## config.mk

```make
export PLATFORM = sky130hd
export DESIGN_NAME = aes_round_key_store
export DESIGN_NICKNAME = d
export VERILOG_FILES = /design/src/rtl/aes_dec_pkg.sv /design/src/rtl/aes_round_key_store.sv
export SDC_FILE = /design/constraint.sdc
export NUM_CORES = 1
export LEC_CHECK = 0
export BUFFER_PORTS_ARGS = -buffer_cell sky130_fd_sc_hd__buf_2
export CORE_MARGIN = 5
export CORE_UTILIZATION = 56
export DETAILED_ROUTE_END_ITERATION = 8
export GPL_ROUTABILITY_DRIVEN = 0
export PLACE_DENSITY = 0.87
export SYNTH_ARGS = -nofsm -noshare
export SYNTH_HDL_FRONTEND = slang
export SYNTH_SLANG_ARGS = --single-unit
```

## constraint.sdc

```tcl
create_clock -name clk -period 3.7 [get_ports clk]
set_clock_uncertainty 0.2 [all_clocks]
set_input_delay 0.185 -clock clk [delete_from_list [all_inputs] [get_ports clk]]
set_output_delay 0.185 -clock clk [all_outputs]
set_load 0.05 [all_outputs]
```

## src/rtl/aes_dec_pkg.sv

```systemverilog
`default_nettype none

package aes_dec_pkg;

    typedef logic [127:0] state_t;
    typedef logic [31:0]  word_t;
    typedef logic [7:0]   byte_t;
    typedef logic [11:0]  apb_addr_t;
    typedef logic [3:0]   round_idx_t;

    // byte offsets of the APB register map.
    localparam apb_addr_t key_base      = 12'h000;
    localparam apb_addr_t data_in_base  = 12'h100;
    localparam apb_addr_t ctrl_addr     = 12'h110;
    localparam apb_addr_t status_addr   = 12'h114;
    localparam apb_addr_t data_out_base = 12'h120;

    localparam byte_t gf_poly = 8'h1b; // x^8 + x^4 + x^3 + x + 1 without the top bit.

    localparam byte_t inv_sbox [0:255] = '{
        8'h52, 8'h09, 8'h6a, 8'hd5, 8'h30, 8'h36, 8'ha5, 8'h38,
        8'hbf, 8'h40, 8'ha3, 8'h9e, 8'h81, 8'hf3, 8'hd7, 8'hfb,
        8'h7c, 8'he3, 8'h39, 8'h82, 8'h9b, 8'h2f, 8'hff, 8'h87,
        8'h34, 8'h8e, 8'h43, 8'h44, 8'hc4, 8'hde, 8'he9, 8'hcb,
        8'h54, 8'h7b, 8'h94, 8'h32, 8'ha6, 8'hc2, 8'h23, 8'h3d,
        8'hee, 8'h4c, 8'h95, 8'h0b, 8'h42, 8'hfa, 8'hc3, 8'h4e,
        8'h08, 8'h2e, 8'ha1, 8'h66, 8'h28, 8'hd9, 8'h24, 8'hb2,
        8'h76, 8'h5b, 8'ha2, 8'h49, 8'h6d, 8'h8b, 8'hd1, 8'h25,
        8'h72, 8'hf8, 8'hf6, 8'h64, 8'h86, 8'h68, 8'h98, 8'h16,
        8'hd4, 8'ha4, 8'h5c, 8'hcc, 8'h5d, 8'h65, 8'hb6, 8'h92,
        8'h6c, 8'h70, 8'h48, 8'h50, 8'hfd, 8'hed, 8'hb9, 8'hda,
        8'h5e, 8'h15, 8'h46, 8'h57, 8'ha7, 8'h8d, 8'h9d, 8'h84,
        8'h90, 8'hd8, 8'hab, 8'h00, 8'h8c, 8'hbc, 8'hd3, 8'h0a,
        8'hf7, 8'he4, 8'h58, 8'h05, 8'hb8, 8'hb3, 8'h45, 8'h06,
        8'hd0, 8'h2c, 8'h1e, 8'h8f, 8'hca, 8'h3f, 8'h0f, 8'h02,
        8'hc1, 8'haf, 8'hbd, 8'h03, 8'h01, 8'h13, 8'h8a, 8'h6b,
        8'h3a, 8'h91, 8'h11, 8'h41, 8'h4f, 8'h67, 8'hdc, 8'hea,
        8'h97, 8'hf2, 8'hcf, 8'hce, 8'hf0, 8'hb4, 8'he6, 8'h73,
        8'h96, 8'hac, 8'h74, 8'h22, 8'he7, 8'had, 8'h35, 8'h85,
        8'he2, 8'hf9, 8'h37, 8'he8, 8'h1c, 8'h75, 8'hdf, 8'h6e,
        8'h47, 8'hf1, 8'h1a, 8'h71, 8'h1d, 8'h29, 8'hc5, 8'h89,
        8'h6f, 8'hb7, 8'h62, 8'h0e, 8'haa, 8'h18, 8'hbe, 8'h1b,
        8'hfc, 8'h56, 8'h3e, 8'h4b, 8'hc6, 8'hd2, 8'h79, 8'h20,
        8'h9a, 8'hdb, 8'hc0, 8'hfe, 8'h78, 8'hcd, 8'h5a, 8'hf4,
        8'h1f, 8'hdd, 8'ha8, 8'h33, 8'h88, 8'h07, 8'hc7, 8'h31,
        8'hb1, 8'h12, 8'h10, 8'h59, 8'h27, 8'h80, 8'hec, 8'h5f,
        8'h60, 8'h51, 8'h7f, 8'ha9, 8'h19, 8'hb5, 8'h4a, 8'h0d,
        8'h2d, 8'he5, 8'h7a, 8'h9f, 8'h93, 8'hc9, 8'h9c, 8'hef,
        8'ha0, 8'he0, 8'h3b, 8'h4d, 8'hae, 8'h2a, 8'hf5, 8'hb0,
        8'hc8, 8'heb, 8'hbb, 8'h3c, 8'h83, 8'h53, 8'h99, 8'h61,
        8'h17, 8'h2b, 8'h04, 8'h7e, 8'hba, 8'h77, 8'hd6, 8'h26,
        8'he1, 8'h69, 8'h14, 8'h63, 8'h55, 8'h21, 8'h0c, 8'h7d
    };

    function automatic byte_t gf_mul2(input byte_t b);
        return {b[6:0], 1'b0} ^ (gf_poly & {8{b[7]}});
    endfunction

    // shift and add over the four bits of the constant, enough for 9, 11, 13 and 14.
    function automatic byte_t gf_mul(input byte_t b, input logic [3:0] c);
        byte_t acc;
        byte_t pow;
        acc = '0;
        pow = b;
        for (int i = 0; i < 4; i++)
        begin
            if (c[i])
            begin
                acc = acc ^ pow;
            end
            pow = gf_mul2(pow);
        end
        return acc;
    endfunction

endpackage

`default_nettype wire
```

## src/rtl/aes_round_key_store.sv

```systemverilog
`default_nettype none

module aes_round_key_store
    import aes_dec_pkg::*;
#(
    parameter int num_rounds = 10
)
(
    input  logic       clk,
    input  logic       key_we,
    input  logic [5:0] key_addr,
    input  word_t      key_wdata,
    input  round_idx_t round_sel,
    output state_t     round_key
);
    localparam int num_words = 4 * (num_rounds + 1);

    word_t mem [num_words];

    // the register module only passes addresses inside the key range.
    always_ff @(posedge clk)
    begin
        if (key_we)
        begin
            mem[key_addr] <= key_wdata;
        end
    end

    // four words of one key, top word first.
    assign round_key = {
        mem[{round_sel, 2'd0}],
        mem[{round_sel, 2'd1}],
        mem[{round_sel, 2'd2}],
        mem[{round_sel, 2'd3}]
    };

endmodule

`default_nettype wire

```

==> out/qor.txt <==
Arr. time, crit path -> 2.70 ns
synthesis warning total -> 0
cts bufs inserted -> 131
number of storage elements in the synthesis netlist -> 1408
largest driver fanout on the critical path -> 2
family with the most delay on the worst path -> compound AO/OA/AOI/OAI gates
Antenna Nets Post-Route -> 0
I/O pin total -> 172
pin count of the biggest net entering global routing -> 159
Clock Root Buffer -> sky130_fd_sc_hd__clkbuf_16
worst hold path class -> in2reg
transition at the pin with the smallest max-transition slack -> 1.22 ns
Final Power -> 32800 uW
Top reg by flops -> mem
number of rows in the core area -> 115
power density of the placed cells -> 524 mW/mm^2
critical-path cell list -> mux2i_1 -> a22o_1 -> o31ai_1 -> buf_2
element type at the critical path end -> output port
Net count, final -> 3253
Die Footprint -> 0.105 mm^2
most frequently used cell type in the post-synthesis netlist -> sky130_fd_sc_hd__edfxtp_1
number of global-route vias before repair -> 30400
number of nets in the synthesized netlist -> 2992
period utilization -> 83.2%
core area -> 0.0981 mm^2
drt total wl -> 136 mm
run status -> complete, no violations
clock network fraction of total power -> 39.0%
effective utilization at floorplan -> 56.2%
total standard cell area after synthesis -> 0.0551 mm^2
total global-route track usage -> 25.8%
max-cap violations -> 0
share of layout cells above drive strength 1 -> 27.0%
Sum Neg Setup Slack -> 0 ns
Max IR drop VDD -> 0.000445 V
final count of negative-setup-slack endpoints -> 0
net switching fraction of the power -> 22.4%
global-route wire length before repair -> 198 mm
cell with the largest stage delay on the worst path -> sky130_fd_sc_hd__o31ai_1
clock-pin slew reported for the worst setup and hold paths after clock tree synthesis -> 0.07 ns
Largest regs -> mem (1408)
Clock Path Buffers -> 3
commonest register cell after synthesis -> sky130_fd_sc_hd__edfxtp_1
Synth cell types -> 24
postcts setup bufs -> 0
HPWL Detailed -> 72.1 mm
number of clock sinks -> 1408
count of final max-slew check failures -> 0
max FFs per register -> 1408
Pint -> 25500 uW
height of the die -> 324 um
list of most frequent post-synthesis cells -> sky130_fd_sc_hd__edfxtp_1 (1408), sky130_fd_sc_hd__mux2_2 (384), sky130_fd_sc_hd__mux2i_1 (256)
vias after detailed routing -> 30000
switching power summed over all nets -> 7340 uW
number of antenna violations at the first check in global routing -> 11
average wire length per cell after detail routing -> 29.5 um
number of violations reported at the end of detailed-routing iteration 0 -> 3746
syn_area_per_cell -> 18.7 um^2
maximum operating frequency -> 325 MHz
post-route minimum period -> 3.08 ns
setup repair after global routing missed its margin -> false
proportion of synthesized chip area in sequential cells -> 76.7%
die width -> 324 um
drt drc -> 0
overflow left after global routing -> 0
count of flip-flops with a built-in enable after synthesis -> 1408
PortBufs -> 171
power share of the sequential group -> 53.9%
Synth area leader -> sky130_fd_sc_hd__edfxtp_1
critical path's largest stage delay -> 0.86 ns
H-tree levels -> 4
count of buffering cells on the critical path with inverters included -> 1
CTS tree -> done
synth top area cells -> sky130_fd_sc_hd__edfxtp_1 (77%), sky130_fd_sc_hd__mux2_2 (7.8%), sky130_fd_sc_hd__mux2i_1 (4.6%)
Comb pwr share -> 7.1%
length of the first detailed-routing pass in iterations -> 6
Post-Syn Instances -> 2948
proportion of register bits with asynchronous set or reset after synthesis -> 0%
final hold violations -> 0
Worst Setup Path Type -> reg2out
Setup crit start kind -> flop
relative max-transition margin -> 18.4%
Area Overhead vs Synth -> 13.6%
ratio of routed vias to standard cells -> 6.52
cell leakage power -> 0.0207 uW
Data required, critical path -> 3.31 ns
number of fillers in the final layout -> 6152
area share of the largest cell type after synthesis -> 76.7%
==> final timing paths <==
kind / startpoint / endpoint / slack [ns] / depth (start not counted)
hold / removal: key_wdata[4] / mem[33][4]$_DFFE_PP_ / 0.05 / 1
setup / recovery: mem[12][20]$_DFFE_PP_ / round_key[116] / 0.62 / 4
==> power groups by stage <==
stage	combinational [uW]	sequential, uW	clock, uW
2_1_floorplan	1390	18000	0
3_3_place_gp	2220	18000	0
3_5_place_dp	2270	18000	0
6_report	2330	17700	12800
4_1_cts	2320	17700	12900
5_1_grt	2430	17700	13600
==> metal layers <==
layer | share of wire, % | up-vias | GRT usage (%)
li1 | - | 12500 | -
met1 | 37 | 15200 | 34.2
met2 | 48 | 1981 | 41.9
met3 | 11 | 338 | 5.47
met4 | 4.5 | 4 | 11.4
met5 | 0.018 | - | 0
==> placed cells by master, fill, tap and decap left out <==
| cell type | instances |
|---|---|
| sky130_fd_sc_hd__clkinv_2 | 16 |
| sky130_fd_sc_hd__or3b_2 | 1 |
| sky130_fd_sc_hd__nor2_1 | 2 |
| sky130_fd_sc_hd__nand3b_1 | 2 |
| sky130_fd_sc_hd__o31ai_1 | 128 |
| sky130_fd_sc_hd__clkbuf_16 | 136 |
| sky130_fd_sc_hd__dlygate4sd3_1 | 28 |
| sky130_fd_sc_hd__nand3_1 | 4 |
| sky130_fd_sc_hd__diode_2 | 10 |
| sky130_fd_sc_hd__nand2b_4 | 1 |
| sky130_fd_sc_hd__buf_12 | 32 |
| sky130_fd_sc_hd__buf_4 | 90 |
| sky130_fd_sc_hd__nand4_1 | 1 |
| sky130_fd_sc_hd__o22ai_1 | 128 |
| sky130_fd_sc_hd__nor4bb_1 | 1 |
| sky130_fd_sc_hd__nor3_2 | 2 |
| sky130_fd_sc_hd__bufinv_16 | 6 |
| sky130_fd_sc_hd__nand2b_1 | 131 |
| sky130_fd_sc_hd__clkinv_8 | 5 |
| sky130_fd_sc_hd__mux2_2 | 384 |
| sky130_fd_sc_hd__nor2b_4 | 1 |
| sky130_fd_sc_hd__clkinvlp_4 | 2 |
| sky130_fd_sc_hd__nor2b_1 | 3 |
| sky130_fd_sc_hd__buf_2 | 163 |
| sky130_fd_sc_hd__clkinv_1 | 33 |
| sky130_fd_sc_hd__o211ai_1 | 128 |
| sky130_fd_sc_hd__inv_6 | 7 |
| sky130_fd_sc_hd__clkbuf_1 | 25 |
| sky130_fd_sc_hd__edfxtp_1 | 1408 |
| sky130_fd_sc_hd__buf_8 | 3 |
| sky130_fd_sc_hd__nand2_1 | 6 |
| sky130_fd_sc_hd__nand2_4 | 1 |
| sky130_fd_sc_hd__mux2i_1 | 256 |
| sky130_fd_sc_hd__a22o_1 | 128 |
| sky130_fd_sc_hd__or3_1 | 1 |
| sky130_fd_sc_hd__nor2_4 | 43 |
==> per-stage QoR <==
stage / hold slack, ns / std cells / setup slack [ns] / cell area (um^2) / util, %
3_5_place_dp: 0.490 / 4335 / 0.866 / 58300 / 59.4
2_1_floorplan: 0.0839 / 2948 / 0.163 / 55100 / -
4_1_cts: 0.000330 / 4593 / 0.592 / 62600 / 63.8
6_report: 0.0537 / 4603 / 0.620 / 62600 / 63.8
3_3_place_gp: 0.480 / 4335 / 0.908 / 58300 / 59.4
5_1_grt: 0.0407 / 4595 / 0.570 / 62600 / 63.8
==> layout make-up <==
| class | instances | area (um^2) | share of cell area [%] |
|---|---|---|---|
| Tap cell | 1287 | 1610 | 2.57 |
| Clock inverter | 69 | 542 | 0.865 |
| Clock buffer | 161 | 3500 | 5.58 |
| Multi-Input combinational cell | 1352 | 12200 | 19.5 |
| Sequential cell | 1408 | 42300 | 67.5 |
| Antenna cell | 10 | 25.0 | 0.0400 |
| Timing Repair Buffer | 316 | 2460 | 3.92 |
==> logic make-up after synthesis <==
| group | Yosys count | share of synthesized area, % |
|---|---|---|
| flip-flops | 1408 | 76.7 |
| buffers and inverters | 188 | 1.83 |
| multiplexers | 640 | 12.5 |
| AO/OA/AOI/OAI | 512 | 6.97 |
| AND/OR/NAND/NOR | 200 | 2.04 |
==> what timing repair did <==
action | CTS | global route
hold buffers | 28 | 0
setup endpoints to repair | 0 | 0
endpoints found under the hold margin | 1032 | 0
gates resized for setup | 0 | 0
No activity file was read; power rests on OpenSTA's default activity.
