`config.mk`:
```
export PLATFORM = sky130hd
export DESIGN_NAME = aes_dec_engine
export DESIGN_NICKNAME = d
export VERILOG_FILES = /design/src/rtl/aes_dec_pkg.sv /design/src/rtl/aes_dec_engine.sv /design/src/rtl/aes_inv_round.sv
export SDC_FILE = /design/constraint.sdc
export NUM_CORES = 2
export LEC_CHECK = 0
export BUFFER_PORTS_ARGS = -buffer_cell sky130_fd_sc_hd__buf_2
export CELL_PAD_IN_SITES_DETAIL_PLACEMENT = 1
export CELL_PAD_IN_SITES_GLOBAL_PLACEMENT = 1
export CORE_ASPECT_RATIO = 0.5
export CORE_MARGIN = 5
export CORE_UTILIZATION = 50
export CTS_BUF_LIST = sky130_fd_sc_hd__clkbuf_2
export DETAILED_ROUTE_END_ITERATION = 10
export HOLD_SLACK_MARGIN = 0.12
export MAX_ROUTING_LAYER = met4
export PLACE_DENSITY_LB_ADDON = 0.1
export SLEW_MARGIN = 20
export SYNTH_ARGS = -nofsm -noshare
export SYNTH_HDL_FRONTEND = slang
export SYNTH_SLANG_ARGS = --single-unit
```
`constraint.sdc`:
```
create_clock -name clk -period 9.5 [get_ports clk]
set_input_delay 1.425 -clock clk [delete_from_list [all_inputs] [get_ports clk]]
set_output_delay 1.425 -clock clk [all_outputs]
set_load 0.005 [all_outputs]
```
`src/rtl/aes_dec_pkg.sv`:
```
`default_nettype none

package aes_dec_pkg;

    typedef logic [127:0] state_t;
    typedef logic [31:0]  word_t;
    typedef logic [7:0]   byte_t;
    typedef logic [11:0]  apb_addr_t;
    typedef logic [3:0]   round_idx_t;

    // byte offsets of the APB register map.
    localparam apb_addr_t key_base      = 12'h000;
    localparam apb_addr_t data_in_base  = 12'h100;
    localparam apb_addr_t ctrl_addr     = 12'h110;
    localparam apb_addr_t status_addr   = 12'h114;
    localparam apb_addr_t data_out_base = 12'h120;

    localparam byte_t gf_poly = 8'h1b; // x^8 + x^4 + x^3 + x + 1 without the top bit.

    localparam byte_t inv_sbox [0:255] = '{
        8'h52, 8'h09, 8'h6a, 8'hd5, 8'h30, 8'h36, 8'ha5, 8'h38,
        8'hbf, 8'h40, 8'ha3, 8'h9e, 8'h81, 8'hf3, 8'hd7, 8'hfb,
        8'h7c, 8'he3, 8'h39, 8'h82, 8'h9b, 8'h2f, 8'hff, 8'h87,
        8'h34, 8'h8e, 8'h43, 8'h44, 8'hc4, 8'hde, 8'he9, 8'hcb,
        8'h54, 8'h7b, 8'h94, 8'h32, 8'ha6, 8'hc2, 8'h23, 8'h3d,
        8'hee, 8'h4c, 8'h95, 8'h0b, 8'h42, 8'hfa, 8'hc3, 8'h4e,
        8'h08, 8'h2e, 8'ha1, 8'h66, 8'h28, 8'hd9, 8'h24, 8'hb2,
        8'h76, 8'h5b, 8'ha2, 8'h49, 8'h6d, 8'h8b, 8'hd1, 8'h25,
        8'h72, 8'hf8, 8'hf6, 8'h64, 8'h86, 8'h68, 8'h98, 8'h16,
        8'hd4, 8'ha4, 8'h5c, 8'hcc, 8'h5d, 8'h65, 8'hb6, 8'h92,
        8'h6c, 8'h70, 8'h48, 8'h50, 8'hfd, 8'hed, 8'hb9, 8'hda,
        8'h5e, 8'h15, 8'h46, 8'h57, 8'ha7, 8'h8d, 8'h9d, 8'h84,
        8'h90, 8'hd8, 8'hab, 8'h00, 8'h8c, 8'hbc, 8'hd3, 8'h0a,
        8'hf7, 8'he4, 8'h58, 8'h05, 8'hb8, 8'hb3, 8'h45, 8'h06,
        8'hd0, 8'h2c, 8'h1e, 8'h8f, 8'hca, 8'h3f, 8'h0f, 8'h02,
        8'hc1, 8'haf, 8'hbd, 8'h03, 8'h01, 8'h13, 8'h8a, 8'h6b,
        8'h3a, 8'h91, 8'h11, 8'h41, 8'h4f, 8'h67, 8'hdc, 8'hea,
        8'h97, 8'hf2, 8'hcf, 8'hce, 8'hf0, 8'hb4, 8'he6, 8'h73,
        8'h96, 8'hac, 8'h74, 8'h22, 8'he7, 8'had, 8'h35, 8'h85,
        8'he2, 8'hf9, 8'h37, 8'he8, 8'h1c, 8'h75, 8'hdf, 8'h6e,
        8'h47, 8'hf1, 8'h1a, 8'h71, 8'h1d, 8'h29, 8'hc5, 8'h89,
        8'h6f, 8'hb7, 8'h62, 8'h0e, 8'haa, 8'h18, 8'hbe, 8'h1b,
        8'hfc, 8'h56, 8'h3e, 8'h4b, 8'hc6, 8'hd2, 8'h79, 8'h20,
        8'h9a, 8'hdb, 8'hc0, 8'hfe, 8'h78, 8'hcd, 8'h5a, 8'hf4,
        8'h1f, 8'hdd, 8'ha8, 8'h33, 8'h88, 8'h07, 8'hc7, 8'h31,
        8'hb1, 8'h12, 8'h10, 8'h59, 8'h27, 8'h80, 8'hec, 8'h5f,
        8'h60, 8'h51, 8'h7f, 8'ha9, 8'h19, 8'hb5, 8'h4a, 8'h0d,
        8'h2d, 8'he5, 8'h7a, 8'h9f, 8'h93, 8'hc9, 8'h9c, 8'hef,
        8'ha0, 8'he0, 8'h3b, 8'h4d, 8'hae, 8'h2a, 8'hf5, 8'hb0,
        8'hc8, 8'heb, 8'hbb, 8'h3c, 8'h83, 8'h53, 8'h99, 8'h61,
        8'h17, 8'h2b, 8'h04, 8'h7e, 8'hba, 8'h77, 8'hd6, 8'h26,
        8'he1, 8'h69, 8'h14, 8'h63, 8'h55, 8'h21, 8'h0c, 8'h7d
    };

    function automatic byte_t gf_mul2(input byte_t b);
        return {b[6:0], 1'b0} ^ (gf_poly & {8{b[7]}});
    endfunction

    // shift and add over the four bits of the constant, enough for 9, 11, 13 and 14.
    function automatic byte_t gf_mul(input byte_t b, input logic [3:0] c);
        byte_t acc;
        byte_t pow;
        acc = '0;
        pow = b;
        for (int i = 0; i < 4; i++)
        begin
            if (c[i])
            begin
                acc = acc ^ pow;
            end
            pow = gf_mul2(pow);
        end
        return acc;
    endfunction

endpackage

`default_nettype wire
```
`src/rtl/aes_dec_engine.sv`:
```
`default_nettype none

module aes_dec_engine
    import aes_dec_pkg::*;
#(
    parameter int num_rounds = 10
)
(
    input  logic       clk,
    input  logic       reset,
    input  logic       start,
    input  state_t     ciphertext,
    input  state_t     round_key,
    output round_idx_t round_sel,
    output logic       busy,
    output logic       done_pulse,
    output state_t     plaintext
);
    typedef enum logic [1:0] {idle, first, round} engine_state_t;

    localparam round_idx_t top_round = round_idx_t'(num_rounds);

    engine_state_t fsm;
    round_idx_t    round_cnt;
    state_t        state_q;
    state_t        round_out;
    logic          last;

    // while idle the counter rests on the top key, which the initial AddRoundKey needs.
    assign round_sel  = round_cnt;
    assign last       = (round_cnt == '0);
    assign busy       = (fsm != idle);
    assign done_pulse = busy && last;
    assign plaintext  = round_out; // captured by the register module on done_pulse.

    aes_inv_round i_aes_inv_round (
        .state_in  (state_q),
        .round_key (round_key),
        .last      (last),
        .state_out (round_out)
    );

    always_ff @(posedge clk)
    begin
        if (reset)
        begin
            fsm       <= idle;
            round_cnt <= top_round;
        end
        else
        begin
            case (fsm)
                idle:
                begin
                    if (start)
                    begin
                        fsm       <= first;
                        round_cnt <= top_round - 1'b1;
                    end
                end
                first, round:
                begin
                    if (last)
                    begin
                        fsm       <= idle;
                        round_cnt <= top_round;
                    end
                    else
                    begin
                        fsm       <= round;
                        round_cnt <= round_cnt - 1'b1;
                    end
                end
                default:
                begin
                    fsm       <= idle;
                    round_cnt <= top_round;
                end
            endcase
        end
    end

    always_ff @(posedge clk)
    begin
        if (fsm == idle && start)
        begin
            state_q <= ciphertext ^ round_key;
        end
        else if (busy)
        begin
            state_q <= round_out;
        end
    end

endmodule

`default_nettype wire

```
`src/rtl/aes_inv_round.sv`:
```
`default_nettype none

module aes_inv_round
    import aes_dec_pkg::*;
(
    input  state_t state_in,
    input  state_t round_key,
    input  logic   last,
    output state_t state_out
);
    state_t sub_state;
    state_t keyed;
    state_t mixed;

    // byte r of column c sits at bit 127 - 32c - 8r.
    // Row r rotates right by r columns, and the S-box is bytewise so both steps merge.
    always_comb
    begin
        for (int c = 0; c < 4; c++)
        begin
            for (int r = 0; r < 4; r++)
            begin
                sub_state[127 - 32 * c - 8 * r -: 8] =
                    inv_sbox[state_in[127 - 32 * ((c + 4 - r) % 4) - 8 * r -: 8]];
            end
        end
    end

    assign keyed = sub_state ^ round_key;

    // each output byte takes 14, 11, 13, 9 times the column bytes from its own row down.
    always_comb
    begin
        for (int c = 0; c < 4; c++)
        begin
            for (int r = 0; r < 4; r++)
            begin
                mixed[127 - 32 * c - 8 * r -: 8] =
                    gf_mul(keyed[127 - 32 * c - 8 * r -: 8], 4'd14) ^
                    gf_mul(keyed[127 - 32 * c - 8 * ((r + 1) % 4) -: 8], 4'd11) ^
                    gf_mul(keyed[127 - 32 * c - 8 * ((r + 2) % 4) -: 8], 4'd13) ^
                    gf_mul(keyed[127 - 32 * c - 8 * ((r + 3) % 4) -: 8], 4'd9);
            end
        end
    end

    assign state_out = last ? keyed : mixed; // the final round has no InvMixColumns.

endmodule

`default_nettype wire

```
==> results_tabular.tex <==
\begin{tabular}{lr}
\hline
Metric & Value \\
\hline
\multicolumn{2}{l}{\textbf{Timing}} \\
Worst relative slew slack & 0.143 \\
Pins over their slew limit & 0 \\
Worst slew pin tran & approximately 1.3 ns \\
Final setup violating endpoints & 0 \\
Setup clock skew after layout & 0.149 ns \\
Part of the cycle the worst path needs & 0.999 \\
Setup repair after global routing missed its margin & no \\
Hold Vio Cnt, Final & 0 \\
Setup TNS Final & 0 ns \\
Clock period minus final worst setup slack & 9.49 ns \\
Highest clock rate & 105 MHz \\
\multicolumn{2}{l}{\textbf{Drt}} \\
Number of iterations in the first detailed-routing pass & 7 \\
Mean routed wirelength per cell & 34.4 microns \\
Vias & 93857 \\
Violation count after the first detailed-route iteration & 18111 \\
Antenna Violating Nets Remaining & 0 \\
Detail-routed via count per cell & 7.81 \\
Post-detailed-routing wire length & 414000 microns \\
Count of unresolved DRC violations after routing & 0 \\
\multicolumn{2}{l}{\textbf{Clock network}} \\
Clock-pin slew of the registers on the worst-case setup and hold paths & 0.44 ns \\
Clk Latency, worst-skew pair & 1.45 ns \\
Hold-fix buffers at CTS & 0 \\
H-tree levels & 4 \\
TritonCTS clock tree & built \\
Number of clock buffers inserted by TritonCTS & 17 \\
CTS sink count & around 130 \\
Clock tree root driver cell & clkbuf\_2 \\
Deepest clock path buffer count & 2 \\
\multicolumn{2}{l}{\textbf{Placed design}} \\
Final HPWL DP & $\sim$300000 microns \\
Weighted congestion reported at the end of routability-driven placement & 1.10 \\
Count of buffers inserted at the top-level ports & a little under 400 \\
\multicolumn{2}{l}{\textbf{Logic synthesis}} \\
Top cell type's share of synthesized area & 0.0671 \\
Avg Cell Area, Syn & 7.22 sq um \\
Area leader, netlist & xnor2\_1 \\
Top post-synthesis cells by area & xnor2\_1, edfxtp\_1, ha\_1 \\
Mapped Cells & 10465 \\
Post-Synthesis Cell Area & 75600 sq um \\
Number of distinct library cells after synthesis & roughly 110 \\
Number of synthesized register bits & 134 \\
YS warnings & 0 \\
FFs w/ async S/R, synth & 0 \\
Fraction of the yosys area taken by sequential cells & 0.0524 \\
Syn nets & 11024 \\
Main synth FF type & edfxtp\_1 \\
Number of enable-type register cells in the synthesized netlist & 128 \\
\multicolumn{2}{l}{\textbf{Cells and area}} \\
Sequential cell area & 3960 sq um \\
End-of-flow core utilization & 0.515 \\
Ratio of cells with drive above 1 in the final layout & 0.131 \\
Footprint of the multi-input gates & 65200 sq um \\
Number of fillers in the final layout & 19260 \\
Layout overhead on the synthesized area & 1.95\% \\
Nets & 10539 \\
\multicolumn{2}{l}{\textbf{Setup path}} \\
Startpoint class of the critical path & flip-flop \\
Launch instance of the worst register-to-register path & state\_q[57] \\
Critical path fanouts, max & 25 \\
Reg-to-reg slack, setup & 2.36 ns \\
Crit Path Category & flip-flop to primary output \\
Arrival time of data at the critical path endpoint & 8.06 ns \\
Endpoint kind of the worst setup timing path & primary output \\
Worst path required time & 8.08 ns \\
Endpoint of the lowest-slack register-to-register path & state\_q[41] \\
Depth of the worst register-to-register path & 16 \\
\multicolumn{2}{l}{\textbf{Floorplan}} \\
Die Height & 285 microns \\
Starting utilization of the core area & 0.506 \\
Std-Cell Rows & 100 \\
Die W & 560 microns \\
Floorplan die area & around 160000 sq um \\
Area inside the core boundary & 150000 sq um \\
Top-level I/O count & 393 \\
\multicolumn{2}{l}{\textbf{Hold path}} \\
Worst hold path cell count & 3 \\
Hold Startpoint & ciphertext[117] \\
Kind of path behind the tightest hold check & input pin to flip-flop \\
Worst-case hold path end point & state\_q[117] \\
\multicolumn{2}{l}{\textbf{Global route}} \\
Largest net degree at the start of global routing & 144 \\
Via count of the first global-routing pass & 87851 \\
GRT overflow & 0 \\
Initial antenna violation count & 26 \\
Combined global-route utilization of all metal layers & 0.496 \\
Wire length of the first global-routing pass & approximately 600000 microns \\
\multicolumn{2}{l}{\textbf{Job}} \\
Maximum Capacitance Violations & 0 \\
\multicolumn{2}{l}{\textbf{Outcome}} \\
Run status & complete, no violations \\
\hline
\end{tabular}
-- cell type report --
cell class | count | share of cell area
multi-input cells | 8938 | 0.846
repair buffers | 679 | 0.0558
flip-flops and latches | 134 | 0.0514
well taps | 1989 | 0.0323
inverters | 210 | 0.0103
clock inverters | 15 | 0.00174
clock buffers | 17 | 0.00110
diodes | 33 | 0.00107
-- per-stage QoR --
stage	setup slack (ns)	hold slack, ns	area, sq um	instances
6_report	0.0117	0.323	77100	12015
2_1_floorplan	3.14	0.483	75600	10465
4_1_cts	0.204	0.269	76900	11981
3_3_place_gp	1.62	0.498	76700	11949
5_1_grt	0.0487	0.297	77000	12008
3_5_place_dp	1.40	0.519	76700	11949
-- worst max-delay path: stages, from the launching register on --
cell,delay (ns)
edfxtp_1,0.47
buf_4,0.27
inv_1,0.39
ha_1,0.80
inv_1,0.09
mux4_2,0.48
a211oi_1,0.55
o221a_2,0.32
nor4_2,0.07
xnor2_2,0.63
xnor3_2,0.45
xnor3_2,0.56
xnor2_1,0.39
xnor2_1,0.16
xor2_1,0.16
o21ai_1,0.56
buf_2,0.24
-- cells in the mapped netlist (all sizes together) (121+ instances only) --
cell type and n:
ha 300, mux2i 168, nand2 782, o21ai 641, a31oi 241, clkbuf 547
xnor2 614, inv 181, nor2b 326, o211ai 200, nand3 287, a21oi 668
nand2b 377, buf 636, a211oi 213, xor2 363, mux4 150, and2 121
a311oi 166, nor2 673, nor3 272, mux2 139, edfxtp 128, o311ai 145
-- layer usage --
metal / vias to the layer above / global-route usage / wire length [microns]
li1: 38628 / - / -
met1: 45256 / 0.620 / 154000
met2: 8049 / 0.708 / 170000
met3: 1924 / 0.152 / 58900
met4: 0 / 0.278 / 29900
met5: - / - / 0
-- flip-flops by register name, summed over array words and instances, names as in the netlist --
name,count
fsm,2
round_sel,4
state_q,128
-- cells by family after synthesis --
| family | Yosys count | share of synthesized area |
|---|---|---|
| AOI/OAI and AO/OA | 3661 | 0.344 |
| and+or+nand+nor | 3454 | 0.234 |
| adders and majority gates | 300 | 0.0497 |
| muxes | 457 | 0.0876 |
| DFF | 134 | 0.0524 |
| buffers and inverters | 1393 | 0.0858 |
| xor gates and xnor gates | 1066 | 0.146 |
-- worst max path at each step --
stage	to	slack [ns]	depth (start not counted)	from
2_1_floorplan	plaintext[52]	3.14	16	state_q[0]
3_3_place_gp	plaintext[44]	1.62	15	state_q[1]
3_5_place_dp	plaintext[44]	1.40	13	state_q[1]
4_1_cts	plaintext[44]	0.20	15	state_q[1]
5_1_grt	plaintext[100]	0.05	16	state_q[16]
6_report	plaintext[100]	0.01	16	state_q[16]
-- cell usage in the layout (no fill, tap or decap), types with 200 or more instances in the layout --
cell type  synthesis  final
a211oi_1         211    211
a21oi_1          663    663
a31oi_1          241    240
buf_2            417    392
buf_4            103    272
ha_1             300    299
nand2_1          782    780
nand2b_1         377    377
nand3_1          287    287
nor2_1           673    672
nor2b_1          325    325
nor3_1           272    272
o211ai_1         200    200
o21ai_0          617    613
xnor2_1          579    577
xor2_1           339    339
-- what timing repair did --
item	CTS	global route
setup buffers	0	1
gates resized for setup	1	2
endpoints found under the hold margin	0	0
setup endpoints to repair	1	4
Power is left out: the tool's default activity adds up to more than one toggle a clock period on the data nets, which glitch-free logic cannot reach.
