## src/rtl/aes_dec_pkg.sv

```systemverilog
`default_nettype none

package aes_dec_pkg;

    typedef logic [127:0] state_t;
    typedef logic [31:0]  word_t;
    typedef logic [7:0]   byte_t;
    typedef logic [11:0]  apb_addr_t;
    typedef logic [3:0]   round_idx_t;

    // byte offsets of the APB register map.
    localparam apb_addr_t key_base      = 12'h000;
    localparam apb_addr_t data_in_base  = 12'h100;
    localparam apb_addr_t ctrl_addr     = 12'h110;
    localparam apb_addr_t status_addr   = 12'h114;
    localparam apb_addr_t data_out_base = 12'h120;

    localparam byte_t gf_poly = 8'h1b; // x^8 + x^4 + x^3 + x + 1 without the top bit.

    localparam byte_t inv_sbox [0:255] = '{
        8'h52, 8'h09, 8'h6a, 8'hd5, 8'h30, 8'h36, 8'ha5, 8'h38,
        8'hbf, 8'h40, 8'ha3, 8'h9e, 8'h81, 8'hf3, 8'hd7, 8'hfb,
        8'h7c, 8'he3, 8'h39, 8'h82, 8'h9b, 8'h2f, 8'hff, 8'h87,
        8'h34, 8'h8e, 8'h43, 8'h44, 8'hc4, 8'hde, 8'he9, 8'hcb,
        8'h54, 8'h7b, 8'h94, 8'h32, 8'ha6, 8'hc2, 8'h23, 8'h3d,
        8'hee, 8'h4c, 8'h95, 8'h0b, 8'h42, 8'hfa, 8'hc3, 8'h4e,
        8'h08, 8'h2e, 8'ha1, 8'h66, 8'h28, 8'hd9, 8'h24, 8'hb2,
        8'h76, 8'h5b, 8'ha2, 8'h49, 8'h6d, 8'h8b, 8'hd1, 8'h25,
        8'h72, 8'hf8, 8'hf6, 8'h64, 8'h86, 8'h68, 8'h98, 8'h16,
        8'hd4, 8'ha4, 8'h5c, 8'hcc, 8'h5d, 8'h65, 8'hb6, 8'h92,
        8'h6c, 8'h70, 8'h48, 8'h50, 8'hfd, 8'hed, 8'hb9, 8'hda,
        8'h5e, 8'h15, 8'h46, 8'h57, 8'ha7, 8'h8d, 8'h9d, 8'h84,
        8'h90, 8'hd8, 8'hab, 8'h00, 8'h8c, 8'hbc, 8'hd3, 8'h0a,
        8'hf7, 8'he4, 8'h58, 8'h05, 8'hb8, 8'hb3, 8'h45, 8'h06,
        8'hd0, 8'h2c, 8'h1e, 8'h8f, 8'hca, 8'h3f, 8'h0f, 8'h02,
        8'hc1, 8'haf, 8'hbd, 8'h03, 8'h01, 8'h13, 8'h8a, 8'h6b,
        8'h3a, 8'h91, 8'h11, 8'h41, 8'h4f, 8'h67, 8'hdc, 8'hea,
        8'h97, 8'hf2, 8'hcf, 8'hce, 8'hf0, 8'hb4, 8'he6, 8'h73,
        8'h96, 8'hac, 8'h74, 8'h22, 8'he7, 8'had, 8'h35, 8'h85,
        8'he2, 8'hf9, 8'h37, 8'he8, 8'h1c, 8'h75, 8'hdf, 8'h6e,
        8'h47, 8'hf1, 8'h1a, 8'h71, 8'h1d, 8'h29, 8'hc5, 8'h89,
        8'h6f, 8'hb7, 8'h62, 8'h0e, 8'haa, 8'h18, 8'hbe, 8'h1b,
        8'hfc, 8'h56, 8'h3e, 8'h4b, 8'hc6, 8'hd2, 8'h79, 8'h20,
        8'h9a, 8'hdb, 8'hc0, 8'hfe, 8'h78, 8'hcd, 8'h5a, 8'hf4,
        8'h1f, 8'hdd, 8'ha8, 8'h33, 8'h88, 8'h07, 8'hc7, 8'h31,
        8'hb1, 8'h12, 8'h10, 8'h59, 8'h27, 8'h80, 8'hec, 8'h5f,
        8'h60, 8'h51, 8'h7f, 8'ha9, 8'h19, 8'hb5, 8'h4a, 8'h0d,
        8'h2d, 8'he5, 8'h7a, 8'h9f, 8'h93, 8'hc9, 8'h9c, 8'hef,
        8'ha0, 8'he0, 8'h3b, 8'h4d, 8'hae, 8'h2a, 8'hf5, 8'hb0,
        8'hc8, 8'heb, 8'hbb, 8'h3c, 8'h83, 8'h53, 8'h99, 8'h61,
        8'h17, 8'h2b, 8'h04, 8'h7e, 8'hba, 8'h77, 8'hd6, 8'h26,
        8'he1, 8'h69, 8'h14, 8'h63, 8'h55, 8'h21, 8'h0c, 8'h7d
    };

    function automatic byte_t gf_mul2(input byte_t b);
        return {b[6:0], 1'b0} ^ (gf_poly & {8{b[7]}});
    endfunction

    // shift and add over the four bits of the constant, enough for 9, 11, 13 and 14.
    function automatic byte_t gf_mul(input byte_t b, input logic [3:0] c);
        byte_t acc;
        byte_t pow;
        acc = '0;
        pow = b;
        for (int i = 0; i < 4; i++)
        begin
            if (c[i])
            begin
                acc = acc ^ pow;
            end
            pow = gf_mul2(pow);
        end
        return acc;
    endfunction

endpackage

`default_nettype wire
```

## src/rtl/aes_dec_regs.sv

```systemverilog
`default_nettype none

module aes_dec_regs
    import aes_dec_pkg::*;
#(
    parameter int num_rounds = 10
)
(
    input  logic       clk,
    input  logic       reset,
    input  apb_addr_t  paddr,
    input  logic       psel,
    input  logic       penable,
    input  logic       pwrite,
    input  word_t      pwdata,
    output word_t      prdata,
    output logic       pready,
    output logic       pslverr,
    input  logic       busy,
    input  logic       done_pulse,
    input  state_t     plaintext,
    output logic       key_we,
    output logic [5:0] key_addr,
    output word_t      key_wdata,
    output logic       start,
    output state_t     ciphertext
);
    localparam apb_addr_t key_end = apb_addr_t'(key_base + 16 * (num_rounds + 1));

    logic       access;
    logic       key_hit;
    logic       din_hit;
    logic       ctrl_hit;
    logic       stat_hit;
    logic       dout_hit;
    logic       err;
    logic       wr_ok;
    logic [1:0] word_sel;
    logic       done;
    state_t     plaintext_q;

    assign access   = psel && penable;
    assign word_sel = paddr[3:2]; // word 0 is the top word of the state.

    // the two low address bits are ignored, all registers are word wide.
    assign key_hit  = (paddr >= key_base) && (paddr < key_end);
    assign din_hit  = (paddr[11:4] == data_in_base[11:4]);
    assign ctrl_hit = (paddr[11:2] == ctrl_addr[11:2]);
    assign stat_hit = (paddr[11:2] == status_addr[11:2]);
    assign dout_hit = (paddr[11:4] == data_out_base[11:4]);

    assign err = access && (!(key_hit || din_hit || ctrl_hit || stat_hit || dout_hit)
                 || (pwrite && busy && (key_hit || din_hit || ctrl_hit))
                 || (pwrite && (stat_hit || dout_hit)));

    assign wr_ok   = access && pwrite && !err;
    assign pready  = 1'b1; // zero wait states.
    assign pslverr = err;

    assign key_we    = wr_ok && key_hit;
    assign key_addr  = paddr[7:2];
    assign key_wdata = pwdata;
    assign start     = wr_ok && ctrl_hit && pwdata[0];

    always_ff @(posedge clk)
    begin
        if (wr_ok && din_hit)
        begin
            ciphertext[127 - 32 * word_sel -: 32] <= pwdata;
        end
        if (done_pulse)
        begin
            plaintext_q <= plaintext;
        end
    end

    always_ff @(posedge clk)
    begin
        if (reset)
        begin
            done <= 1'b0;
        end
        else if (start)
        begin
            done <= 1'b0;
        end
        else if (done_pulse)
        begin
            done <= 1'b1;
        end
    end

    always_comb
    begin
        prdata = '0; // keys and control read back as zero.
        if (stat_hit)
        begin
            prdata = {30'd0, done, busy};
        end
        else if (din_hit)
        begin
            prdata = ciphertext[127 - 32 * word_sel -: 32];
        end
        else if (dout_hit)
        begin
            prdata = plaintext_q[127 - 32 * word_sel -: 32];
        end
    end

endmodule

`default_nettype wire

```

## config.mk

```make
export PLATFORM = sky130hd
export DESIGN_NAME = aes_dec_regs
export DESIGN_NICKNAME = d
export VERILOG_FILES = /design/src/rtl/aes_dec_pkg.sv /design/src/rtl/aes_dec_regs.sv
export SDC_FILE = /design/constraint.sdc
export NUM_CORES = 1
export LEC_CHECK = 0
export ABC_AREA = 0
export BUFFER_PORTS_ARGS = -buffer_cell sky130_fd_sc_hd__buf_2
export CORE_ASPECT_RATIO = 1.5
export CORE_MARGIN = 2
export CORE_UTILIZATION = 50
export DETAILED_ROUTE_END_ITERATION = 7
export GPL_TIMING_DRIVEN = 0
export PLACE_DENSITY_LB_ADDON = 0.15
export SLEW_MARGIN = 0
export SYNTH_ARGS = -nofsm -noshare
export SYNTH_HDL_FRONTEND = slang
export SYNTH_SLANG_ARGS = --single-unit
```

## constraint.sdc

```tcl
create_clock -name clk -period 7.6 [get_ports clk]
set_input_delay 1.9 -clock clk [delete_from_list [all_inputs] [get_ports clk]]
set_output_delay 1.9 -clock clk [all_outputs]
set_load 0.01 [all_outputs]
```

==> run metrics, run 1 <==
Worst path depth=8; flops & latches, synth=~260; filler cell count=roughly 1600; Root Driver=clkbuf_16; P_leak=5.31 nW; first-pass GRT wire length=between 40000 and 50000 um; DRT iter0 DRCs=roughly 400; maximum vdd drop=about 0.2 mV; Gates resized, CTS repair=0; Worst Setup End Kind=output port; Reg2Reg Setup Slack=roughly 7.0 ns; cts-stage hold buffer count=0; vias in the first global route=7394; CP most frequent cell=buf_2; Worst Skew=0 ns; Final Cell Area=approximately 14000 um2; largest net degree at the start of global routing=a little over 70; Yosys cell types=33; Max-Cap Viols=0; Setup Crit Path Kind=input pin to output port; Worst EP arrival=around 4.6 ns; Seq/Total Area, Yosys=between 70% and 80%; worst r2r src=done; cell row count=between 60 and 70; drt pass-1 iters=5; CTS tree=built; Top-Level Pins=approximately 380; Worst Setup SP=paddr[2]; RSZ-0062 raised after global routing=false; H-tree Lvls=1; Post-DP HPWL=23100 um; Vias=between 7000 and 8000; Post-synth EDFFs=between 200 and 300; Die H=185 um; DR vias/cell=around 5.5; main flop type after synthesis=edfxtp_1; final wirelength=31100 um; Synthesis Warnings=0; layout net count=around 1200; final setup fails=0; Worst Tran Pin Value=roughly 1.1 ns; setup TNS=0 ns; clk buf depth=3; run status=complete, no violations; die area=between 20000 and 25000 um2; slew margin rel.=28.0%; core box area=~22000 um2; CTS sink count=between 200 and 300; worst reg2reg path depth=2; Final ANT Viol Nets=0; worst-path cell chain=buf_2, buf_2, clkbuf_1, nor2b_1, clkbuf_1, nand4_1, nand2_1, buf_2; Starting Density=between 50 and 60%; Syn Area/Cell=~18 um2; Hold WC Path Type=flop to flop; routed len/inst=roughly 24 um; Post-CTS Setup Bufs=0; n_diodes=0; FMAX=0.154 GHz; Worst-Skew Late Latency=about 0.51 ns; initial antenna violation count=2; Startpoint Class=input pin; CTS Buf Count=25; synthesis-to-layout area growth=29.4%; RePlAce Congestion=approximately 0.82; Slew Viols, Final=0; min cycle time layout=6.48 ns; Residual DRC=0; crit path max-delay cell type=nor2b_1; Power Dens Cells=220 nW/um2; Final Cycle Share=about 85%; worst path required time=around 5.7 ns; Mapped Cells=599; CP delay by family, top=buffers and inverters; CP endpoint=prdata[0]; synthesized cell area=between 10000 and 15000 um2; GRT Util Overall=between 20% and 30%; Placed Area=between 10000 and 15000 um2; share of layout cells above drive strength 1=between 50% and 60%; CP bufs+invs=5; chip width=about 120 um; Post-synth ARST share=0%; critical path's largest stage delay=0.59 ns; clk slew on worst S/H paths=roughly 0.060 ns; Hold Fails Final Rpt=0; Worst Path Max Fanout=10; IO buf count=375; Mapped Nets=approximately 800; grt ovf=0; Reg-to-Reg End=done
[worst min path at each step]
stage,startpoint,to,slack [ns],depth (start not counted)
floorplan,done,done,0.47,2
global placement,done,done,0.49,2
detailed placement,done,done,0.49,2
CTS,done,done,0.51,2
global route,done,done,0.53,2
finish,done,done,0.51,2
[worst register-to-register path: cells and delay by family (launching register included)]
kind / cells / cell delay [ns]
flops: 1 / 0.33
simple gates: 2 / 0.20
[stage by stage]
| stage | util (%) | cells | setup slack (ns) | power [mW] | hold slack [ns] |
|---|---|---|---|---|---|
| detailed placement | 61.8 | 1253 | 1.09 | 1.89 | 0.493 |
| floorplan | - | 599 | 1.72 | 1.77 | 0.469 |
| global route | 65.6 | 1297 | 0.927 | 3.21 | 0.531 |
| CTS | 65.6 | 1297 | 1.07 | 3.14 | 0.507 |
| global placement | 61.0 | 1246 | -0.340 | 1.89 | 0.486 |
| finish | 65.6 | 1297 | 1.12 | 3.11 | 0.508 |
[state kept, by name, indices dropped and copies added, names as in the netlist]
register / cells
plaintext_q: 128
done: 1
ciphertext: 128
[logic make-up after synthesis]
logic type      Yosys count  share of synthesized area [%]
mux                      64                           13.2
compound gates           38                           2.92
simple gates            160                           9.20
flops                   257                           70.5
other cells               1                         0.0343
buf+inv                  79                           4.14
[synthesized netlist by cell type (2+ instances only)]
library cell / n / area (um2)
mux4_2: 64 / 1440
a22o_1: 30 / 263
a21o_1: 2 / 15.0
and2_1: 96 / 601
or3_4: 2 / 22.5
nor2b_1: 3 / 18.8
nand4_1: 4 / 25.0
buf_2: 8 / 40.0
nand2_1: 5 / 18.8
nand2b_1: 2 / 12.5
and3_1: 32 / 200
clkbuf_1: 30 / 113
buf_4: 39 / 293
nor3_1: 3 / 15.0
nor2_1: 6 / 22.5
edfxtp_1: 256 / 7690
[routing by layer]
metal  wire length (um)  vias to the layer above  GRT usage [%]  share of wire, %
met5                 28                        -              0             0.090
met4                815                        4           7.87               2.6
met3               2320                       59           5.55               7.5
met2              16800                      378           48.6                54
met1              11200                     3536           30.4                36
li1                   -                     3146              -                 -
[report_power, final]
part / internal, mW / switching (mW)
clock: 0.737 / 0.514
combinational: 0.116 / 0.114
sequential: 1.62 / 0.0139
[layout by cell type (no fill, tap or decap), types with 4 or more instances in the layout]
cell / synthesis / final
a22o_1: 30 / 30
and2_1: 96 / 96
and3_1: 32 / 32
clkinv_2: 0 / 5
buf_2: 8 / 382
nor2_1: 6 / 4
edfxtp_1: 256 / 256
bufinv_16: 0 / 4
clkbuf_16: 0 / 25
clkbuf_1: 30 / 32
mux4_2: 64 / 64
nand4_1: 4 / 4
nand2_1: 5 / 5
clkinv_1: 0 / 4
buf_4: 39 / 39
[cell type report]
cell class | count | area (um2) | area share (%)
Clock inverter | 17 | 191 | 1.35
Inverter | 1 | 3.75 | 0.0265
Tap cell | 272 | 340 | 2.41
Buffer | 78 | 449 | 3.18
Timing Repair Buffer | 382 | 2020 | 14.3
Clock buffer | 27 | 633 | 4.48
Multi-Input combinational cell | 263 | 2800 | 19.8
Sequential cell | 257 | 7710 | 54.5
Note: power is estimated with default switching activity, not from simulation.
==> run 2, diff against run 1 <==
- CORE_UTILIZATION: 50 -> 45
- clock period: 7.6 -> 5.5 ns (I/O delays scaled with it)
==> run 2 against run 1 <==
Sequential share of layout area decreased by 0.74 points. Power grew 45%. Core utilization down 5.2 points. Clock power rose by 56%. Clock-buffer cell count is 3 higher. Sequential power is 39% higher. Cell count rose by 4.2%. Routed wire length up 3.7%. Via count shrank 0.35%. Die area is 11% higher. Largest cell class unchanged.
==> run metrics, run 2 (synthesized netlist as in run 1, its figures left out) <==
drt pass-1 iters=5 (unchanged); cts-stage hold buffer count=0 (unchanged); CP bufs+invs=5 (unchanged); Max-Cap Viols=0 (unchanged); chip width=131 um (was 125 um); layout net count=1190 (was 1187); placed insts=1301 (was 1253); critical path's largest stage delay=0.59 ns (about the same); vias in the first global route=7470 (was 7394); CTS Buf Count=27 (was 25); Worst Skew=0 ns (unchanged); share of layout cells above drive strength 1=53.0% (was 52.6%); Placed Area=13400 um2 (was 13300 um2); crit path max-delay cell type=nor2b_1 (unchanged); die area=25600 um2 (was 23100 um2); CP most frequent cell=buf_2 (unchanged); worst r2r src=done (unchanged); initial antenna violation count=0 (was 2); run status=complete, no violations (unchanged); RSZ-0062 raised after global routing=false (unchanged); Hold Path Origin=done (unchanged); Startpoint Class=input pin (unchanged); worst-path cell chain=buf_2, buf_2, clkbuf_1, nor2b_1, clkbuf_2, nand4_1, nand2_1, buf_2 (was buf_2, buf_2, clkbuf_1, nor2b_1, clkbuf_1, nand4_1, nand2_1, buf_2); Final Cycle Share=between 90 and 100%; final wirelength=32200 um (was 31100 um); CTS tree=built (unchanged); n_diodes=0 (unchanged); Die H=195 um (was 185 um); Worst Tran Pin Value=1.11 ns (was 1.08 ns); DRT iter0 DRCs=385 (was 397); largest net degree at the start of global routing=73 (was 71); Worst Setup End Kind=output port (unchanged); IO buf count=375 (unchanged); P_leak=5.37 nW (was 5.31 nW); commonest non-fill, non-tap cell in the layout=buf_2 (unchanged); Worst Path Max Fanout=10 (unchanged); cell row count=69 (was 66); Hold Fails Final Rpt=0 (unchanged); Worst-Skew Late Latency=0.52 ns (was 0.51 ns); Final ANT Viol Nets=0 (unchanged); clk buf depth=3 (unchanged); H-tree Lvls=1 (unchanged); total power=4.53 mW (was 3.11 mW); Top-Level Pins=381 (unchanged); CP delay by family, top=buffers and inverters (unchanged); final setup fails=0 (unchanged); Slew Viols, Final=0 (unchanged); DR vias/cell=5.25 (was 5.49); most frequent cells in the layout=buf_2, edfxtp_1, and2_1 (unchanged); Gates resized, CTS repair=0 (unchanged); clk slew on worst S/H paths=0.06 ns (about the same); Root Driver=clkbuf_16 (unchanged); min cycle time layout=around 5.2 ns; Vias=7098 (was 7123); Hold WS=0.493 ns (was 0.508 ns); CTS sink count=257 (unchanged); core box area=23700 um2 (was 21600 um2); Post-CTS Setup Bufs=0 (unchanged); maximum vdd drop=0.253 mV (was 0.203 mV); Worst Setup SP=paddr[2] (unchanged); Residual DRC=0 (unchanged); Starting Density=46.0% (was 50.7%); synthesis-to-layout area growth=31.2% (was 29.4%); RePlAce Congestion=0.754 (was 0.817); Worst EP arrival=3.79 ns (was 4.58 ns); top flop regs=ciphertext: 128 flops, plaintext_q: 128 flops, done: 1 flops (unchanged); Final Cell Area=14300 um2 (was 14100 um2); Finished Layout Cells=1351 (was 1297); first-pass GRT wire length=46600 um (was 44600 um); Post-DP HPWL=23500 um (was 23100 um); Hold WC Path Type=flop to flop (unchanged); FMAX=between 0.15 and 0.2 GHz; Setup Crit Path Kind=input pin to output port (unchanged); GRT Util Overall=24.8% (was 26.2%); slew margin rel.=25.7% (was 28.0%); grt ovf=0 (unchanged); worst path required time=4.12 ns (was 5.70 ns); Power Dens Cells=316 nW/um2 (was 220 nW/um2); routed len/inst=23.9 um (was 24.0 um)
[run 2: path summary, 6_finish.rpt]
path / endpoint / slack [ns] / cells after the start
worst max-delay path: prdata[0] / 0.33 / 8
worst min-delay path: done / 0.49 / 2
worst max register to register: done / 4.93 / 2
worst min register to register: done / 0.49 / 2
[run 2: metal layers]
layer  vias up  share of wire [%]  track usage, %
li1       3151                  -               -
met1      3550                 36            28.3
met2       342                 54            46.7
met3        55                6.8            5.19
met4         0                2.6            7.00
met5         -                  0               0
[run 2: through the flow]
step                util, %  setup TNS (ns)  setup WS, ns
finish                 60.4               0         0.332
global route           60.4               0         0.137
CTS                    60.4               0        0.0727
detailed placement     56.4               0        0.0723
global placement       55.6          -81.31         -1.95
floorplan                 -               0         0.149
[run 2: tightest hold or removal path, delay by kind of cell, from the launching register on]
kind,cells,cell delay (ns)
simple gates,2,0.13
flops,1,0.31
[run 2: cell type report]
cell class,count,area (um2)
fill,1845,9400
sequential,257,7710
multi-input combinational,263,2800
timing repair buffer,383,2030
clock buffer,30,687
buffer,78,450
tap,319,399
clock inverter,20,269
inverter,1,3.75
[run 2: report_power, final]
group | total (mW) | switching [mW] | internal [mW]
clock network | 1.95 | 0.765 | 1.19
registers | 2.26 | 0.0201 | 2.24
logic | 0.320 | 0.160 | 0.160
==> run 3, diff against run 2 <==
- CORE_ASPECT_RATIO: 1.5 -> 1.4
==> run 3 against run 2 <==
Cell count fell by 0.89%. Via count down 0.62%. Sequential power barely moved. Register-to-register slack worse by 0.03 ns. Core utilization down 1.1 points. Clock power is 15% lower. Power decreased by 6.4%. Setup slack got worse by 0.038 ns. Sequential share of layout area is 0.66 points higher. Worst hold slack better by 0.017 ns. Flip-flop and latch count did not move. Maximum frequency fell by 0.73%. Critical endpoint unchanged.
==> run metrics, run 3 (synthesized netlist as in run 1, its figures left out) <==
commonest non-fill, non-tap cell in the layout=buf_2 (unchanged); footprint of the multi-input gates=2800 um2 (unchanged); Hold Fails Final Rpt=0 (unchanged); final setup fails=0 (unchanged); CTS tree=built (unchanged); Reg-to-Reg End=done (unchanged); n_diodes=0 (unchanged); largest net degree at the start of global routing=81 (was 73); clk slew on worst S/H paths=0.06 ns (about the same); filler cell count=1930 (was 1845); first-pass GRT wire length=45700 um (was 46600 um); Root Driver=clkbuf_16 (unchanged); IO buf count=375 (unchanged); chip width=136 um (was 131 um); worst path required time=4.12 ns (about the same); Max-Cap Viols=0 (unchanged); synthesis-to-layout area growth=29.6% (was 31.2%); crit path max-delay cell type=nor2b_1 (unchanged); die area=25600 um2 (about the same); Hold WC Path Type=flop to flop (unchanged); Startpoint Class=input pin (unchanged); GRT Util Overall=24.7% (was 24.8%); DR vias/cell=5.27 (was 5.25); Placed Area=13400 um2 (about the same); worst r2r src=done (unchanged); H-tree Lvls=1 (unchanged); total power=4.24 mW (was 4.53 mW); initial antenna violation count=1 (was 0); Power Dens Cells=299 nW/um2 (was 316 nW/um2); P_leak=5.30 nW (was 5.37 nW); run status=complete, no violations (unchanged); Worst Setup SP=paddr[2] (unchanged); Vias=7054 (was 7098); RSZ-0062 raised after global routing=false (unchanged); Worst Path Max Fanout=10 (unchanged); routed len/inst=23.9 um (about the same); Reg2Reg Setup Slack=4.90 ns (was 4.93 ns); drt pass-1 iters=5 (unchanged); top flop regs=ciphertext: 128 flops, plaintext_q: 128 flops, done: 1 flops (unchanged); slack of the critical path=0.294 ns (was 0.332 ns); DRT iter0 DRCs=477 (was 385); vias in the first global route=7466 (was 7470); min cycle time layout=5.21 ns (was 5.17 ns); core box area=23900 um2 (was 23700 um2); Slew Viols, Final=0 (unchanged); Worst Setup End Kind=output port (unchanged); Final Cycle Share=94.7% (was 94.0%); grt ovf=0 (unchanged); RePlAce Congestion=0.763 (was 0.754); FMAX=0.192 GHz (was 0.193 GHz); Final Cell Area=14200 um2 (was 14300 um2); Post-DP HPWL=23500 um (about the same); clk buf depth=3 (unchanged); Final ANT Viol Nets=0 (unchanged); worst-path cell chain=buf_2, buf_2, clkbuf_1, nor2b_1, clkbuf_2, nand4_1, nand2_1, buf_2 (unchanged); share of layout cells above drive strength 1=52.3% (was 53.0%); Worst-Skew Late Latency=0.52 ns (about the same); most frequent cells in the layout=buf_2, edfxtp_1, and2_1 (unchanged); Sequential Area=7710 um2 (unchanged); CP endpoint=prdata[0] (unchanged); Residual DRC=0 (unchanged); slew margin rel.=24.3% (was 25.7%); Worst Tran Pin Value=1.14 ns (was 1.11 ns); Setup Crit Path Kind=input pin to output port (unchanged); Worst Skew=0 ns (unchanged); cell row count=67 (was 69); Top-Level Pins=381 (unchanged); critical path's largest stage delay=0.62 ns (was 0.59 ns); CTS sink count=257 (unchanged); CTS Buf Count=26 (was 27); CP most frequent cell=buf_2 (unchanged); layout net count=1189 (was 1190); maximum vdd drop=0.306 mV (was 0.253 mV); dpl ws=0.0348 ns (was 0.0723 ns); Die H=188 um (was 195 um); final wirelength=32000 um (was 32200 um); Starting Density=45.8% (was 46.0%); Worst EP arrival=3.83 ns (was 3.79 ns); worst reg2reg path depth=2 (unchanged)
## run 3: cell types whose count changed in the layout (fill, tap and decap cells not counted), sizes merged
cell	previous run	this run
clkinv	7	12
bufinv	6	1
clkinvlp	5	2
clkbuf	60	61
inv	3	2
## run 3: worst min-delay path by stage
stage / from / endpoint / cells after the start
final: done / done / 2
after global routing: done / done / 2
after CTS: done / done / 2
after detailed placement: done / done / 2
after global placement: done / done / 2
after floorplan: done / done / 2
## run 3: critical path, delay by kind of cell
family,cells,cell delay (ns)
buffers and inverters,5,1.59
AND/OR/NAND/NOR,3,0.87
## run 3: final cells by class
| type | count | area share, % |
|---|---|---|
| plain buffers | 78 | 3.18 |
| inverters | 1 | 0.0265 |
| clock inverters | 16 | 0.733 |
| repair buffers | 383 | 14.3 |
| well taps | 310 | 2.74 |
| clock buffers | 31 | 4.88 |
| flip-flops and latches | 257 | 54.4 |
| multi-input cells | 263 | 19.7 |
## run 3: what timing repair did
item / 4_1_cts / 5_1_grt
hold buffers: 0 / 0
resized for setup: 0 / 2
setup endpoints to repair: 0 / 1
buffers inserted: 0 / 0
## run 3: stage by stage
stage	std cells	util (%)	TNS (ns)	hold slack, ns
6_report	1339	59.3	0	0.510
5_1_grt	1339	59.3	0	0.539
4_1_cts	1339	59.3	0	0.507
3_5_place_dp	1292	56.0	0	0.494
3_3_place_gp	1284	55.2	-81.19	0.487
2_1_floorplan	599	-	0	0.469
## run 3: power breakdown
group,total (mW),internal (mW),switching (mW),leakage (nW)
Combinational,0.320,0.160,0.160,2.71
Clock,1.66,0.939,0.724,0.385
Sequential,2.26,2.24,0.0199,2.20
Total,4.24,3.34,0.903,5.30
## run 3: per-layer routing
| layer | wire [um] | GRT usage (%) | vias to the layer above |
|---|---|---|---|
| met5 | 0 | 0 | - |
| met4 | 667 | 6.29 | 0 |
| met3 | 2250 | 5.30 | 45 |
| met2 | 17200 | 45.5 | 314 |
| met1 | 11800 | 29.2 | 3539 |
| li1 | - | - | 3156 |
